$ cat config.mk
export PLATFORM = sky130hd
export DESIGN_NAME = pad_dma_top
export DESIGN_NICKNAME = d
export VERILOG_FILES = /design/src/pad_dma_pkg.sv /design/src/burst_ctrl.sv /design/src/pad_buffer.sv /design/src/pad_dma_top.sv /design/src/tile_walker.sv
export VERILOG_INCLUDE_DIRS = /design/src /design/src/src
export SDC_FILE = /design/constraint.sdc
export NUM_CORES = 2
export LEC_CHECK = 0
export ABC_AREA = 0
export BUFFER_PORTS_ARGS = -buffer_cell sky130_fd_sc_hd__buf_2
export CORE_MARGIN = 1.5
export CORE_UTILIZATION = 30
export CTS_BUF_LIST = sky130_fd_sc_hd__clkbuf_8
export DETAILED_ROUTE_END_ITERATION = 8
export GPL_ROUTABILITY_DRIVEN = 0
export MAX_ROUTING_LAYER = met4
export PLACE_DENSITY_LB_ADDON = 0.05
export SYNTH_ARGS = -nofsm -noshare
export SYNTH_HDL_FRONTEND = slang
export SYNTH_SLANG_ARGS = --single-unit
$ cat constraint.sdc
create_clock -name clk -period 20.6 [get_ports clk]
set_clock_uncertainty 0.2 [all_clocks]
set_input_delay 2.06 -clock clk [delete_from_list [all_inputs] [get_ports clk]]
set_output_delay 2.06 -clock clk [all_outputs]
set_load 0.02 [all_outputs]
$ cat src/pad_dma_defs.svh
// ########################################
// Width, tile and buffer size macros
// for the edge-padding DMA engine
// ########################################

`ifndef PAD_DMA_DEFS_SVH
`define PAD_DMA_DEFS_SVH

`define PAD_DATA_W  32  // Data word bits
`define PAD_ADDR_W  32  // Byte address bits

`define PAD_TILE    4   // Tile side in words
`define PAD_BUF     6   // Tile plus one pad element per side

`define PAD_DIM_W   6   // Matrix width field, up to 60
`define PAD_BYTES   4   // Bytes per data word

`endif

$ cat src/pad_dma_pkg.sv
// ########################################
// Shared types of the padding DMA engine
// Words, addresses, dimensions, edges
// ########################################

`include "pad_dma_defs.svh"

package pad_dma_pkg;

    // One data word on the AXI buses
    typedef logic [`PAD_DATA_W-1:0] word_t;

    // Byte address
    typedef logic [`PAD_ADDR_W-1:0] addr_t;

    // Matrix width or tile index
    typedef logic [`PAD_DIM_W-1:0] dim_t;

    // Row or column inside the 6x6 tile buffer
    typedef logic [2:0] pos_t;

    // Matrix edges touched by the current tile
    typedef struct packed {
        logic top;
        logic bottom;
        logic left;
        logic right;
    } edge_t;

endpackage

$ cat src/burst_ctrl.sv
// ########################################
// Per-tile AXI read and write sequencer
// Address generation, buffer control
// ########################################

`include "pad_dma_defs.svh"

module burst_ctrl import pad_dma_pkg::*; (
    input  logic       clk,
    input  logic       rst_n,
    input  logic       tile_valid_i,
    input  dim_t       tile_x_i,
    input  dim_t       tile_y_i,
    input  edge_t      tile_edges_i,
    input  dim_t       job_width_i,
    input  addr_t      job_src_i,
    input  addr_t      job_dst_i,
    input  logic       arready_i,
    input  word_t      rdata_i,
    input  logic       rlast_i,
    input  logic       rvalid_i,
    input  logic       awready_i,
    input  logic       wready_i,
    input  logic       bvalid_i,
    input  word_t      buf_rd_data_i,
    output logic       tile_done_o,
    output addr_t      araddr_o,
    output logic       arvalid_o,
    output logic       rready_o,
    output addr_t      awaddr_o,
    output logic [3:0] awlen_o,
    output logic       awvalid_o,
    output word_t      wdata_o,
    output logic       wlast_o,
    output logic       wvalid_o,
    output logic       bready_o,
    output logic       buf_wr_en_o,
    output pos_t       buf_wr_row_o,
    output pos_t       buf_wr_col_o,
    output word_t      buf_wr_data_o,
    output logic       pad_start_o,
    output pos_t       buf_rd_row_o,
    output pos_t       buf_rd_col_o
);

    typedef enum logic [2:0] {
        S_IDLE,
        S_AR,
        S_R,
        S_PAD,
        S_AW,
        S_W,
        S_B
    } state_t;

    state_t     state;
    pos_t       row_cnt;    // Read row 0..3 or output row 0..5
    pos_t       beat_cnt;   // Beat within the current burst
    logic [1:0] pad_cnt;
    logic       tile_done_q;

    logic  ar_hs;
    logic  r_hs;
    logic  aw_hs;
    logic  w_hs;
    logic  b_hs;
    pos_t  out_rows;
    pos_t  out_len;
    addr_t src_row;
    addr_t src_col;
    addr_t dst_row;
    addr_t dst_col;

    assign ar_hs = arvalid_o && arready_i;
    assign r_hs  = rvalid_i && rready_o;
    assign aw_hs = awvalid_o && awready_i;
    assign w_hs  = wvalid_o && wready_i;
    assign b_hs  = bvalid_i && bready_o;

    // One extra row or column per touched edge
    assign out_rows = pos_t'(`PAD_TILE) + pos_t'(tile_edges_i.top) + pos_t'(tile_edges_i.bottom);
    assign out_len  = pos_t'(`PAD_TILE) + pos_t'(tile_edges_i.left) + pos_t'(tile_edges_i.right);

    assign src_row = addr_t'(tile_y_i) * `PAD_TILE + addr_t'(row_cnt);
    assign src_col = addr_t'(tile_x_i) * `PAD_TILE;
    assign araddr_o = job_src_i + (src_row * addr_t'(job_width_i) + src_col) * `PAD_BYTES;

    // Interior tiles start one row and one column into the padded matrix
    assign dst_row = addr_t'(tile_y_i) * `PAD_TILE + addr_t'(!tile_edges_i.top)
                   + addr_t'(row_cnt);
    assign dst_col = addr_t'(tile_x_i) * `PAD_TILE + addr_t'(!tile_edges_i.left);
    assign awaddr_o = job_dst_i
                    + (dst_row * (addr_t'(job_width_i) + 2) + dst_col) * `PAD_BYTES;
    assign awlen_o  = {1'b0, out_len - pos_t'(1)};

    always_ff @(posedge clk) begin
        if (!rst_n) begin
            state       <= S_IDLE;
            row_cnt     <= '0;
            beat_cnt    <= '0;
            pad_cnt     <= '0;
            tile_done_q <= 1'b0;
        end else begin
            tile_done_q <= 1'b0;
            case (state)
                S_IDLE: begin
                    // Old tile is still offered during the done pulse
                    if (tile_valid_i && !tile_done_q) begin
                        row_cnt  <= '0;
                        beat_cnt <= '0;
                        state    <= S_AR;
                    end
                end
                S_AR: begin
                    if (ar_hs) begin
                        state <= S_R;
                    end
                end
                S_R: begin
                    if (r_hs) begin
                        if (rlast_i) begin
                            beat_cnt <= '0;
                            if (row_cnt == pos_t'(`PAD_TILE - 1)) begin
                                row_cnt <= '0;
                                pad_cnt <= '0;
                                state   <= S_PAD;
                            end else begin
                                row_cnt <= row_cnt + pos_t'(1);
                                state   <= S_AR;
                            end
                        end else begin
                            beat_cnt <= beat_cnt + pos_t'(1);
                        end
                    end
                end
                S_PAD: begin
                    pad_cnt <= pad_cnt + 2'd1;   // Start pulse, then two pad cycles
                    if (pad_cnt == 2'd2) begin
                        state <= S_AW;
                    end
                end
                S_AW: begin
                    if (aw_hs) begin
                        state <= S_W;
                    end
                end
                S_W: begin
                    if (w_hs) begin
                        if (wlast_o) begin
                            beat_cnt <= '0;
                            state    <= S_B;
                        end else begin
                            beat_cnt <= beat_cnt + pos_t'(1);
                        end
                    end
                end
                S_B: begin
                    if (b_hs) begin
                        if (row_cnt == out_rows - pos_t'(1)) begin
                            row_cnt     <= '0;
                            tile_done_q <= 1'b1;
                            state       <= S_IDLE;
                        end else begin
                            row_cnt <= row_cnt + pos_t'(1);
                            state   <= S_AW;
                        end
                    end
                end
                default: state <= S_IDLE;
            endcase
        end
    end

    assign arvalid_o = (state == S_AR);
    assign rready_o  = (state == S_R);
    assign awvalid_o = (state == S_AW);
    assign wvalid_o  = (state == S_W);
    assign bready_o  = (state == S_B);
    assign wlast_o   = (state == S_W) && (beat_cnt == out_len - pos_t'(1));
    assign wdata_o   = buf_rd_data_i;

    // Every R beat goes straight into the buffer
    assign buf_wr_en_o   = r_hs;
    assign buf_wr_row_o  = row_cnt;
    assign buf_wr_col_o  = beat_cnt;
    assign buf_wr_data_o = rdata_i;

    assign pad_start_o  = (state == S_PAD) && (pad_cnt == 2'd0);
    assign buf_rd_row_o = row_cnt;
    assign buf_rd_col_o = beat_cnt;
    assign tile_done_o  = tile_done_q;

    a_ar_hold: assert property (@(posedge clk) disable iff (!rst_n)
        arvalid_o && !arready_i |=> arvalid_o && $stable(araddr_o))
        else $error("AR request dropped before acceptance");

    a_aw_hold: assert property (@(posedge clk) disable iff (!rst_n)
        awvalid_o && !awready_i |=> awvalid_o && $stable(awaddr_o) && $stable(awlen_o))
        else $error("AW request dropped before acceptance");

endmodule

$ cat src/pad_buffer.sv
// ########################################
// 6x6 tile buffer with offset writes,
// two-step edge replication, comb read
// ########################################

`include "pad_dma_defs.svh"

module pad_buffer import pad_dma_pkg::*; (
    input  logic  clk,
    input  logic  rst_n,
    input  edge_t edges_i,
    input  logic  wr_en_i,
    input  pos_t  wr_row_i,
    input  pos_t  wr_col_i,
    input  word_t wr_data_i,
    input  logic  pad_start_i,
    input  pos_t  rd_row_i,
    input  pos_t  rd_col_i,
    output word_t rd_data_o
);

    word_t buf_mem [`PAD_BUF][`PAD_BUF];

    logic  pad_col_q;   // First pad cycle, columns
    logic  pad_row_q;   // Second pad cycle, rows
    pos_t  wr_r;
    pos_t  wr_c;
    pos_t  right_pad;
    pos_t  right_in;
    pos_t  bot_pad;
    pos_t  bot_in;

    // Leave room for the top row and left column when they are padded
    assign wr_r = wr_row_i + pos_t'(edges_i.top);
    assign wr_c = wr_col_i + pos_t'(edges_i.left);

    // Right and bottom pad lines sit just past the stored tile
    assign right_pad = pos_t'(`PAD_TILE) + pos_t'(edges_i.left);
    assign right_in  = pos_t'(`PAD_TILE - 1) + pos_t'(edges_i.left);
    assign bot_pad   = pos_t'(`PAD_TILE) + pos_t'(edges_i.top);
    assign bot_in    = pos_t'(`PAD_TILE - 1) + pos_t'(edges_i.top);

    always_ff @(posedge clk) begin
        if (!rst_n) begin
            pad_col_q <= 1'b0;
            pad_row_q <= 1'b0;
        end else begin
            pad_col_q <= pad_start_i;
            pad_row_q <= pad_col_q;
        end
    end

    always_ff @(posedge clk) begin
        if (wr_en_i) begin
            buf_mem[wr_r][wr_c] <= wr_data_i;
        end else if (pad_col_q) begin
            // All six rows, so the pad rows carry the corner values too
            for (int r = 0; r < `PAD_BUF; r++) begin
                if (edges_i.left) begin
                    buf_mem[r][0] <= buf_mem[r][1];
                end
                if (edges_i.right) begin
                    buf_mem[r][right_pad] <= buf_mem[r][right_in];
                end
            end
        end else if (pad_row_q) begin
            // Whole rows, corners get the diagonal element
            for (int c = 0; c < `PAD_BUF; c++) begin
                if (edges_i.top) begin
                    buf_mem[0][c] <= buf_mem[1][c];
                end
                if (edges_i.bottom) begin
                    buf_mem[bot_pad][c] <= buf_mem[bot_in][c];
                end
            end
        end
    end

    assign rd_data_o = buf_mem[rd_row_i][rd_col_i];

    // Sequencer keeps R data away from the replication cycles
    a_no_wr_pad: assert property (@(posedge clk) disable iff (!rst_n)
        (pad_col_q || pad_row_q) |-> !wr_en_i)
        else $error("buffer write during padding");

endmodule

$ cat src/pad_dma_top.sv
// ########################################
// Padding DMA top level
// Walker, tile buffer and AXI sequencer
// ########################################

module pad_dma_top import pad_dma_pkg::*; (
    input  logic       clk,
    input  logic       rst_n,
    input  logic       start_i,
    input  addr_t      src_addr_i,
    input  addr_t      dst_addr_i,
    input  dim_t       mat_width_i,
    output logic       done_o,
    output addr_t      araddr_o,
    output logic       arvalid_o,
    input  logic       arready_i,
    input  word_t      rdata_i,
    input  logic       rlast_i,
    input  logic       rvalid_i,
    output logic       rready_o,
    output addr_t      awaddr_o,
    output logic [3:0] awlen_o,
    output logic       awvalid_o,
    input  logic       awready_i,
    output word_t      wdata_o,
    output logic       wlast_o,
    output logic       wvalid_o,
    input  logic       wready_i,
    input  logic       bvalid_i,
    output logic       bready_o
);

    // Walker to sequencer
    logic  tile_valid;
    dim_t  tile_x;
    dim_t  tile_y;
    edge_t tile_edges;
    dim_t  job_width;
    addr_t job_src;
    addr_t job_dst;
    logic  tile_done;

    // Sequencer to buffer
    logic  buf_wr_en;
    pos_t  buf_wr_row;
    pos_t  buf_wr_col;
    word_t buf_wr_data;
    logic  pad_start;
    pos_t  buf_rd_row;
    pos_t  buf_rd_col;
    word_t buf_rd_data;

    tile_walker u_walker (
        .clk          (clk),
        .rst_n        (rst_n),
        .start_i      (start_i),
        .src_addr_i   (src_addr_i),
        .dst_addr_i   (dst_addr_i),
        .mat_width_i  (mat_width_i),
        .tile_done_i  (tile_done),
        .done_o       (done_o),
        .tile_valid_o (tile_valid),
        .tile_x_o     (tile_x),
        .tile_y_o     (tile_y),
        .tile_edges_o (tile_edges),
        .job_width_o  (job_width),
        .job_src_o    (job_src),
        .job_dst_o    (job_dst)
    );

    pad_buffer u_buffer (
        .clk         (clk),
        .rst_n       (rst_n),
        .edges_i     (tile_edges),
        .wr_en_i     (buf_wr_en),
        .wr_row_i    (buf_wr_row),
        .wr_col_i    (buf_wr_col),
        .wr_data_i   (buf_wr_data),
        .pad_start_i (pad_start),
        .rd_row_i    (buf_rd_row),
        .rd_col_i    (buf_rd_col),
        .rd_data_o   (buf_rd_data)
    );

    burst_ctrl u_burst (
        .clk           (clk),
        .rst_n         (rst_n),
        .tile_valid_i  (tile_valid),
        .tile_x_i      (tile_x),
        .tile_y_i      (tile_y),
        .tile_edges_i  (tile_edges),
        .job_width_i   (job_width),
        .job_src_i     (job_src),
        .job_dst_i     (job_dst),
        .arready_i     (arready_i),
        .rdata_i       (rdata_i),
        .rlast_i       (rlast_i),
        .rvalid_i      (rvalid_i),
        .awready_i     (awready_i),
        .wready_i      (wready_i),
        .bvalid_i      (bvalid_i),
        .buf_rd_data_i (buf_rd_data),
        .tile_done_o   (tile_done),
        .araddr_o      (araddr_o),
        .arvalid_o     (arvalid_o),
        .rready_o      (rready_o),
        .awaddr_o      (awaddr_o),
        .awlen_o       (awlen_o),
        .awvalid_o     (awvalid_o),
        .wdata_o       (wdata_o),
        .wlast_o       (wlast_o),
        .wvalid_o      (wvalid_o),
        .bready_o      (bready_o),
        .buf_wr_en_o   (buf_wr_en),
        .buf_wr_row_o  (buf_wr_row),
        .buf_wr_col_o  (buf_wr_col),
        .buf_wr_data_o (buf_wr_data),
        .pad_start_o   (pad_start),
        .buf_rd_row_o  (buf_rd_row),
        .buf_rd_col_o  (buf_rd_col)
    );

endmodule

$ cat src/tile_walker.sv
// ########################################
// Job acceptance and row-major tile walk
// with edge flags and completion flag
// ########################################

`include "pad_dma_defs.svh"

module tile_walker import pad_dma_pkg::*; (
    input  logic  clk,
    input  logic  rst_n,
    input  logic  start_i,
    input  addr_t src_addr_i,
    input  addr_t dst_addr_i,
    input  dim_t  mat_width_i,
    input  logic  tile_done_i,
    output logic  done_o,
    output logic  tile_valid_o,
    output dim_t  tile_x_o,
    output dim_t  tile_y_o,
    output edge_t tile_edges_o,
    output dim_t  job_width_o,
    output addr_t job_src_o,
    output addr_t job_dst_o
);

    logic  done_q;
    logic  tile_valid_q;
    logic  next_pend_q;   // Gap cycle between two tiles
    dim_t  tile_x_q;
    dim_t  tile_y_q;
    dim_t  last_idx_q;    // Tiles per side minus one
    logic  width_ok;
    logic  accept;
    logic  last_x;
    logic  last_y;

    // Nonzero and a multiple of the tile side
    assign width_ok = (mat_width_i != '0) && (mat_width_i[1:0] == 2'b00);
    assign accept   = done_q && start_i && width_ok;

    assign last_x = (tile_x_q == last_idx_q);
    assign last_y = (tile_y_q == last_idx_q);

    always_ff @(posedge clk) begin
        if (!rst_n) begin
            done_q       <= 1'b1;
            tile_valid_q <= 1'b0;
            next_pend_q  <= 1'b0;
            tile_x_q     <= '0;
            tile_y_q     <= '0;
        end else begin
            next_pend_q <= 1'b0;
            if (accept) begin
                done_q       <= 1'b0;
                tile_valid_q <= 1'b1;
                tile_x_q     <= '0;
                tile_y_q     <= '0;
            end else if (tile_done_i) begin
                tile_valid_q <= 1'b0;
                if (last_x && last_y) begin
                    done_q <= 1'b1;   // Whole matrix written
                end else begin
                    next_pend_q <= 1'b1;
                    if (last_x) begin
                        tile_x_q <= '0;
                        tile_y_q <= tile_y_q + dim_t'(1);
                    end else begin
                        tile_x_q <= tile_x_q + dim_t'(1);
                    end
                end
            end else if (next_pend_q) begin
                tile_valid_q <= 1'b1;
            end
        end
    end

    // Job configuration, held for the whole walk
    always_ff @(posedge clk) begin
        if (accept) begin
            job_width_o <= mat_width_i;
            job_src_o   <= src_addr_i;
            job_dst_o   <= dst_addr_i;
            last_idx_q  <= dim_t'(mat_width_i / `PAD_TILE) - dim_t'(1);
        end
    end

    assign done_o       = done_q;
    assign tile_valid_o = tile_valid_q;
    assign tile_x_o     = tile_x_q;
    assign tile_y_o     = tile_y_q;

    assign tile_edges_o.top    = (tile_y_q == '0);
    assign tile_edges_o.bottom = last_y;
    assign tile_edges_o.left   = (tile_x_q == '0);
    assign tile_edges_o.right  = last_x;

    // Sequencer must only finish a tile that is on offer
    a_done_in_tile: assert property (@(posedge clk) disable iff (!rst_n)
        tile_done_i |-> tile_valid_o)
        else $error("tile_done without tile_valid");

endmodule

==> results.sh <==
export IMPL_viasPerCell=5.21
export IMPL_drv_cap=0
export IMPL_cp_slowest_cell="o41ai_1"
export IMPL_start_util=0.302
export IMPL_synth_warnings=0
export IMPL_ios=218
export IMPL_drive_above_1_share=0.215
export IMPL_area_growth_pct=13.4
export IMPL_required_ps=18340
export IMPL_die_width_um=531
export IMPL_insertion_delay_ps=1010
export IMPL_drt_iter0_markers=4713
export IMPL_worstPathArrival_ps=9860
export IMPL_coreArea_um2=277000
export IMPL_vias=53800
export IMPL_ir_worst_vdd_uv=66.9
export IMPL_cts_buffers=327
export IMPL_grt_pass1_wl_um=443000
export IMPL_period_minus_slack_ps=12120
export IMPL_synth_nets=6383
export IMPL_portBuffers=216
export IMPL_rows=193
export IMPL_syn_area_um2=83600
export IMPL_cts_tree="yes"
export IMPL_grt_max_degree=143
export IMPL_clock_sinks=1643
export IMPL_synth_cell_types=79
export IMPL_synthArstFlopShare=0
export IMPL_synth_ff_type="edfxtp_1"
export IMPL_hpwl_um=185000
export IMPL_grt_pass1_vias=54900
export IMPL_finalHoldViolations=0
export IMPL_synth_edf_count=1611
export IMPL_p_leak_nw=32.5
export IMPL_drv_slew=0
export IMPL_synth_seq_area_share=0.586
export IMPL_worstSetupStartpointType="flip-flop"
export IMPL_rsz0062_at_grt="false"
export IMPL_synth_ff_latch_count=1643
export IMPL_cts_resized=0
export IMPL_final_nets=6675
export IMPL_antenna_found_initial=17
export IMPL_tns_ps=0
export IMPL_post_place_ws_ps=9440
export IMPL_worst_setup_path_type="flip-flop to output pin"
export IMPL_htree_levels=5
export IMPL_cp_max_fo=30
export IMPL_slew_headroom=0.243
export IMPL_final_util=0.343
export IMPL_holdBufCountCts=0
export IMPL_avgSynthCellArea_um2=13.8
export IMPL_drc=0
export IMPL_track_usage=0.231
export IMPL_wirelength_um=319000
export IMPL_ant_nets=0
export IMPL_period_share=0.588
export IMPL_power_density_nw_per_um2=78.9
export IMPL_cpPeakStageDelay_ps=630
export IMPL_cts_setup_buffers=0
export IMPL_first_pass_iters=5
export IMPL_status="finished clean"
export IMPL_setup_ws_ps=8480
export IMPL_hp_class="flip-flop to flip-flop"
export IMPL_total_power_mw=7.49
export IMPL_maxClockFrequency_mhz=82.5
export IMPL_grt_ovfl_total=0
export IMPL_worst_pin_slew_ps=1140
export IMPL_wire_per_inst_um=31.0
export IMPL_end_kind="output pin"
export IMPL_die_h_um=531
export IMPL_path_clk_slew_ps=60
export IMPL_finalSetupViolations=0
export IMPL_clockBufferDepth=4
export IMPL_cts_root_buf="clkbuf_8"
export IMPL_die_area_um2=282000
export IMPL_syn_inst=6062
==> synthesized netlist by cell type (4+ instances only) <==
cell | number | area [µm²]
o41ai_1 | 5 | 43.8
fa_1 | 77 | 1540
mux4_2 | 480 | 10800
a31oi_1 | 9 | 56.3
xor2_1 | 48 | 420
nor4_1 | 8 | 50.1
o22ai_1 | 35 | 219
buf_2 | 112 | 561
nor3b_4 | 27 | 507
nor2_1 | 823 | 3090
a21oi_2 | 34 | 298
a21oi_1 | 432 | 2160
a21boi_0 | 66 | 495
a211oi_1 | 4 | 30.0
clkbuf_1 | 185 | 694
ha_1 | 133 | 1660
o211ai_1 | 39 | 293
or3_1 | 70 | 438
nand2_2 | 31 | 194
or2_2 | 5 | 31.3
buf_1 | 60 | 225
xnor2_1 | 73 | 639
nand2_1 | 498 | 1870
nand4_1 | 14 | 87.6
nor2b_2 | 26 | 228
nand2b_1 | 19 | 119
nor2b_1 | 23 | 144
o21a_1 | 72 | 541
a21o_1 | 23 | 173
o21bai_1 | 39 | 293
dfxtp_1 | 32 | 641
o21ai_1 | 8 | 40.0
o21ai_0 | 147 | 736
nor3b_2 | 5 | 62.6
a2111oi_0 | 7 | 61.3
and2_1 | 38 | 238
inv_1 | 205 | 769
buf_6 | 25 | 282
mux2i_1 | 325 | 3250
nand3_1 | 33 | 165
and3_1 | 44 | 275
buf_4 | 15 | 113
nor3_1 | 51 | 255
edfxtp_1 | 1611 | 48400
==> logic make-up (layout without fill, tap and decap cells) <==
logic type,count (synthesis),in the layout,synth area share
simple gates,1733,1733,0.0947
flops,1643,1643,0.586
compound gates,944,944,0.0677
mux,805,805,0.168
buf+inv,605,1142,0.0321
fa+ha+maj,210,210,0.0383
xor+xnor,121,121,0.0127
other cells,1,15,0.0000449
==> placed cells by master (no fill, tap or decap), drive strengths merged, types with 19 or more instances in the layout <==
cell    netlist  layout
edfxtp     1611    1611
nor2        825     825
nand2       530     530
mux4        480     480
a21oi       466     466
buf         214     362
clkbuf      185     339
inv         206     331
mux2i       325     325
o21ai       156     156
ha          133     133
clkinv        0     102
fa           77      77
xnor2        73      73
o21a         72      72
or3          70      70
a21boi       67      67
nor3         52      52
nor2b        49      49
xor2         48      48
and3         44      44
o21bai       39      39
o211ai       39      39
and2         39      39
o22ai        35      35
nand3        33      33
nor3b        32      32
dfxtp        32      32
a21o         23      23
nand2b       19      19
==> state kept, by name (all words and copies together) (netlist names), named ones only <==
signal / cells
u_burst.buf_rd_row_o: 3
u_burst.pad_cnt: 2
u_walker.last_idx_q: 5
u_walker.job_src_o: 32
u_buffer.pad_row_q: 1
u_buffer.buf_mem: 1536
u_walker.tile_x_o: 6
u_burst.state: 3
u_walker.job_width_o: 6
u_buffer.pad_col_q: 1
u_walker.done_o: 1
u_burst.tile_done_o: 1
u_walker.job_dst_o: 32
u_walker.tile_y_o: 6
u_walker.tile_valid_o: 1
u_burst.buf_rd_col_o: 3
u_walker.next_pend_q: 1
==> area by class of cell <==
cell class	count	area, µm²
clock inverter	235	1060
inverter	206	773
sequential	1643	49000
antenna	14	35.0
timing repair buffer	362	2290
multi-input combinational	3814	32300
clock buffer	339	4670
tap	3705	4640
fill	27300	182000
==> report_power, final <==
| group | leakage (nW) | internal (mW) | switching (mW) |
|---|---|---|---|
| registers | 14.8 | 3.71 | 0.0317 |
| logic | 14.4 | 0.243 | 0.437 |
| clock network | 3.36 | 1.55 | 1.52 |
| total | 32.5 | 5.50 | 1.99 |
==> through the flow <==
| stage | hold slack [ps] | cells | cell area (µm²) |
|---|---|---|---|
| 6_report | 339 | 10300 | 94800 |
| 3_5_place_dp | 339 | 9730 | 89100 |
| 3_3_place_gp | 324 | 9730 | 89100 |
| 2_1_floorplan | 277 | 6062 | 83600 |
| 5_1_grt | 383 | 10300 | 94800 |
| 4_1_cts | 349 | 10300 | 94800 |
==> metal layers <==
layer / part of all wire / up-vias / wire, µm / track usage
met4: 0.022 / 0 / 7030 / 0.0544
met3: 0.040 / 398 / 12600 / 0.0263
met2: 0.49 / 1450 / 156000 / 0.380
li1: - / 23500 / - / -
met1: 0.45 / 28400 / 143000 / 0.305
met5: 0 / - / 0 / -
==> final timing paths <==
kind / startpoint / to / slack [ps] / cells past startpoint
max: u_walker.tile_y_o[1] / awaddr_o[22] / 8480 / 31
min: u_walker.done_o / u_walker.done_o / 340 / 2
max reg2reg: u_burst.state[0] / u_buffer.buf_mem[5][70] / 14360 / 9
min reg2reg: u_walker.done_o / u_walker.done_o / 340 / 2
==> critical path: cells and delay by family (launching register included) <==
kind                     cells  cell delay (ps)
AND/OR/NAND/NOR              5              790
flip-flops                   1              540
adder cells (fa/ha/maj)      9             3380
AO/OA/AOI/OAI                7             2100
buffers and inverters        7             1180
XOR/XNOR                     3              830
Note: power is estimated with default switching activity, not from simulation.
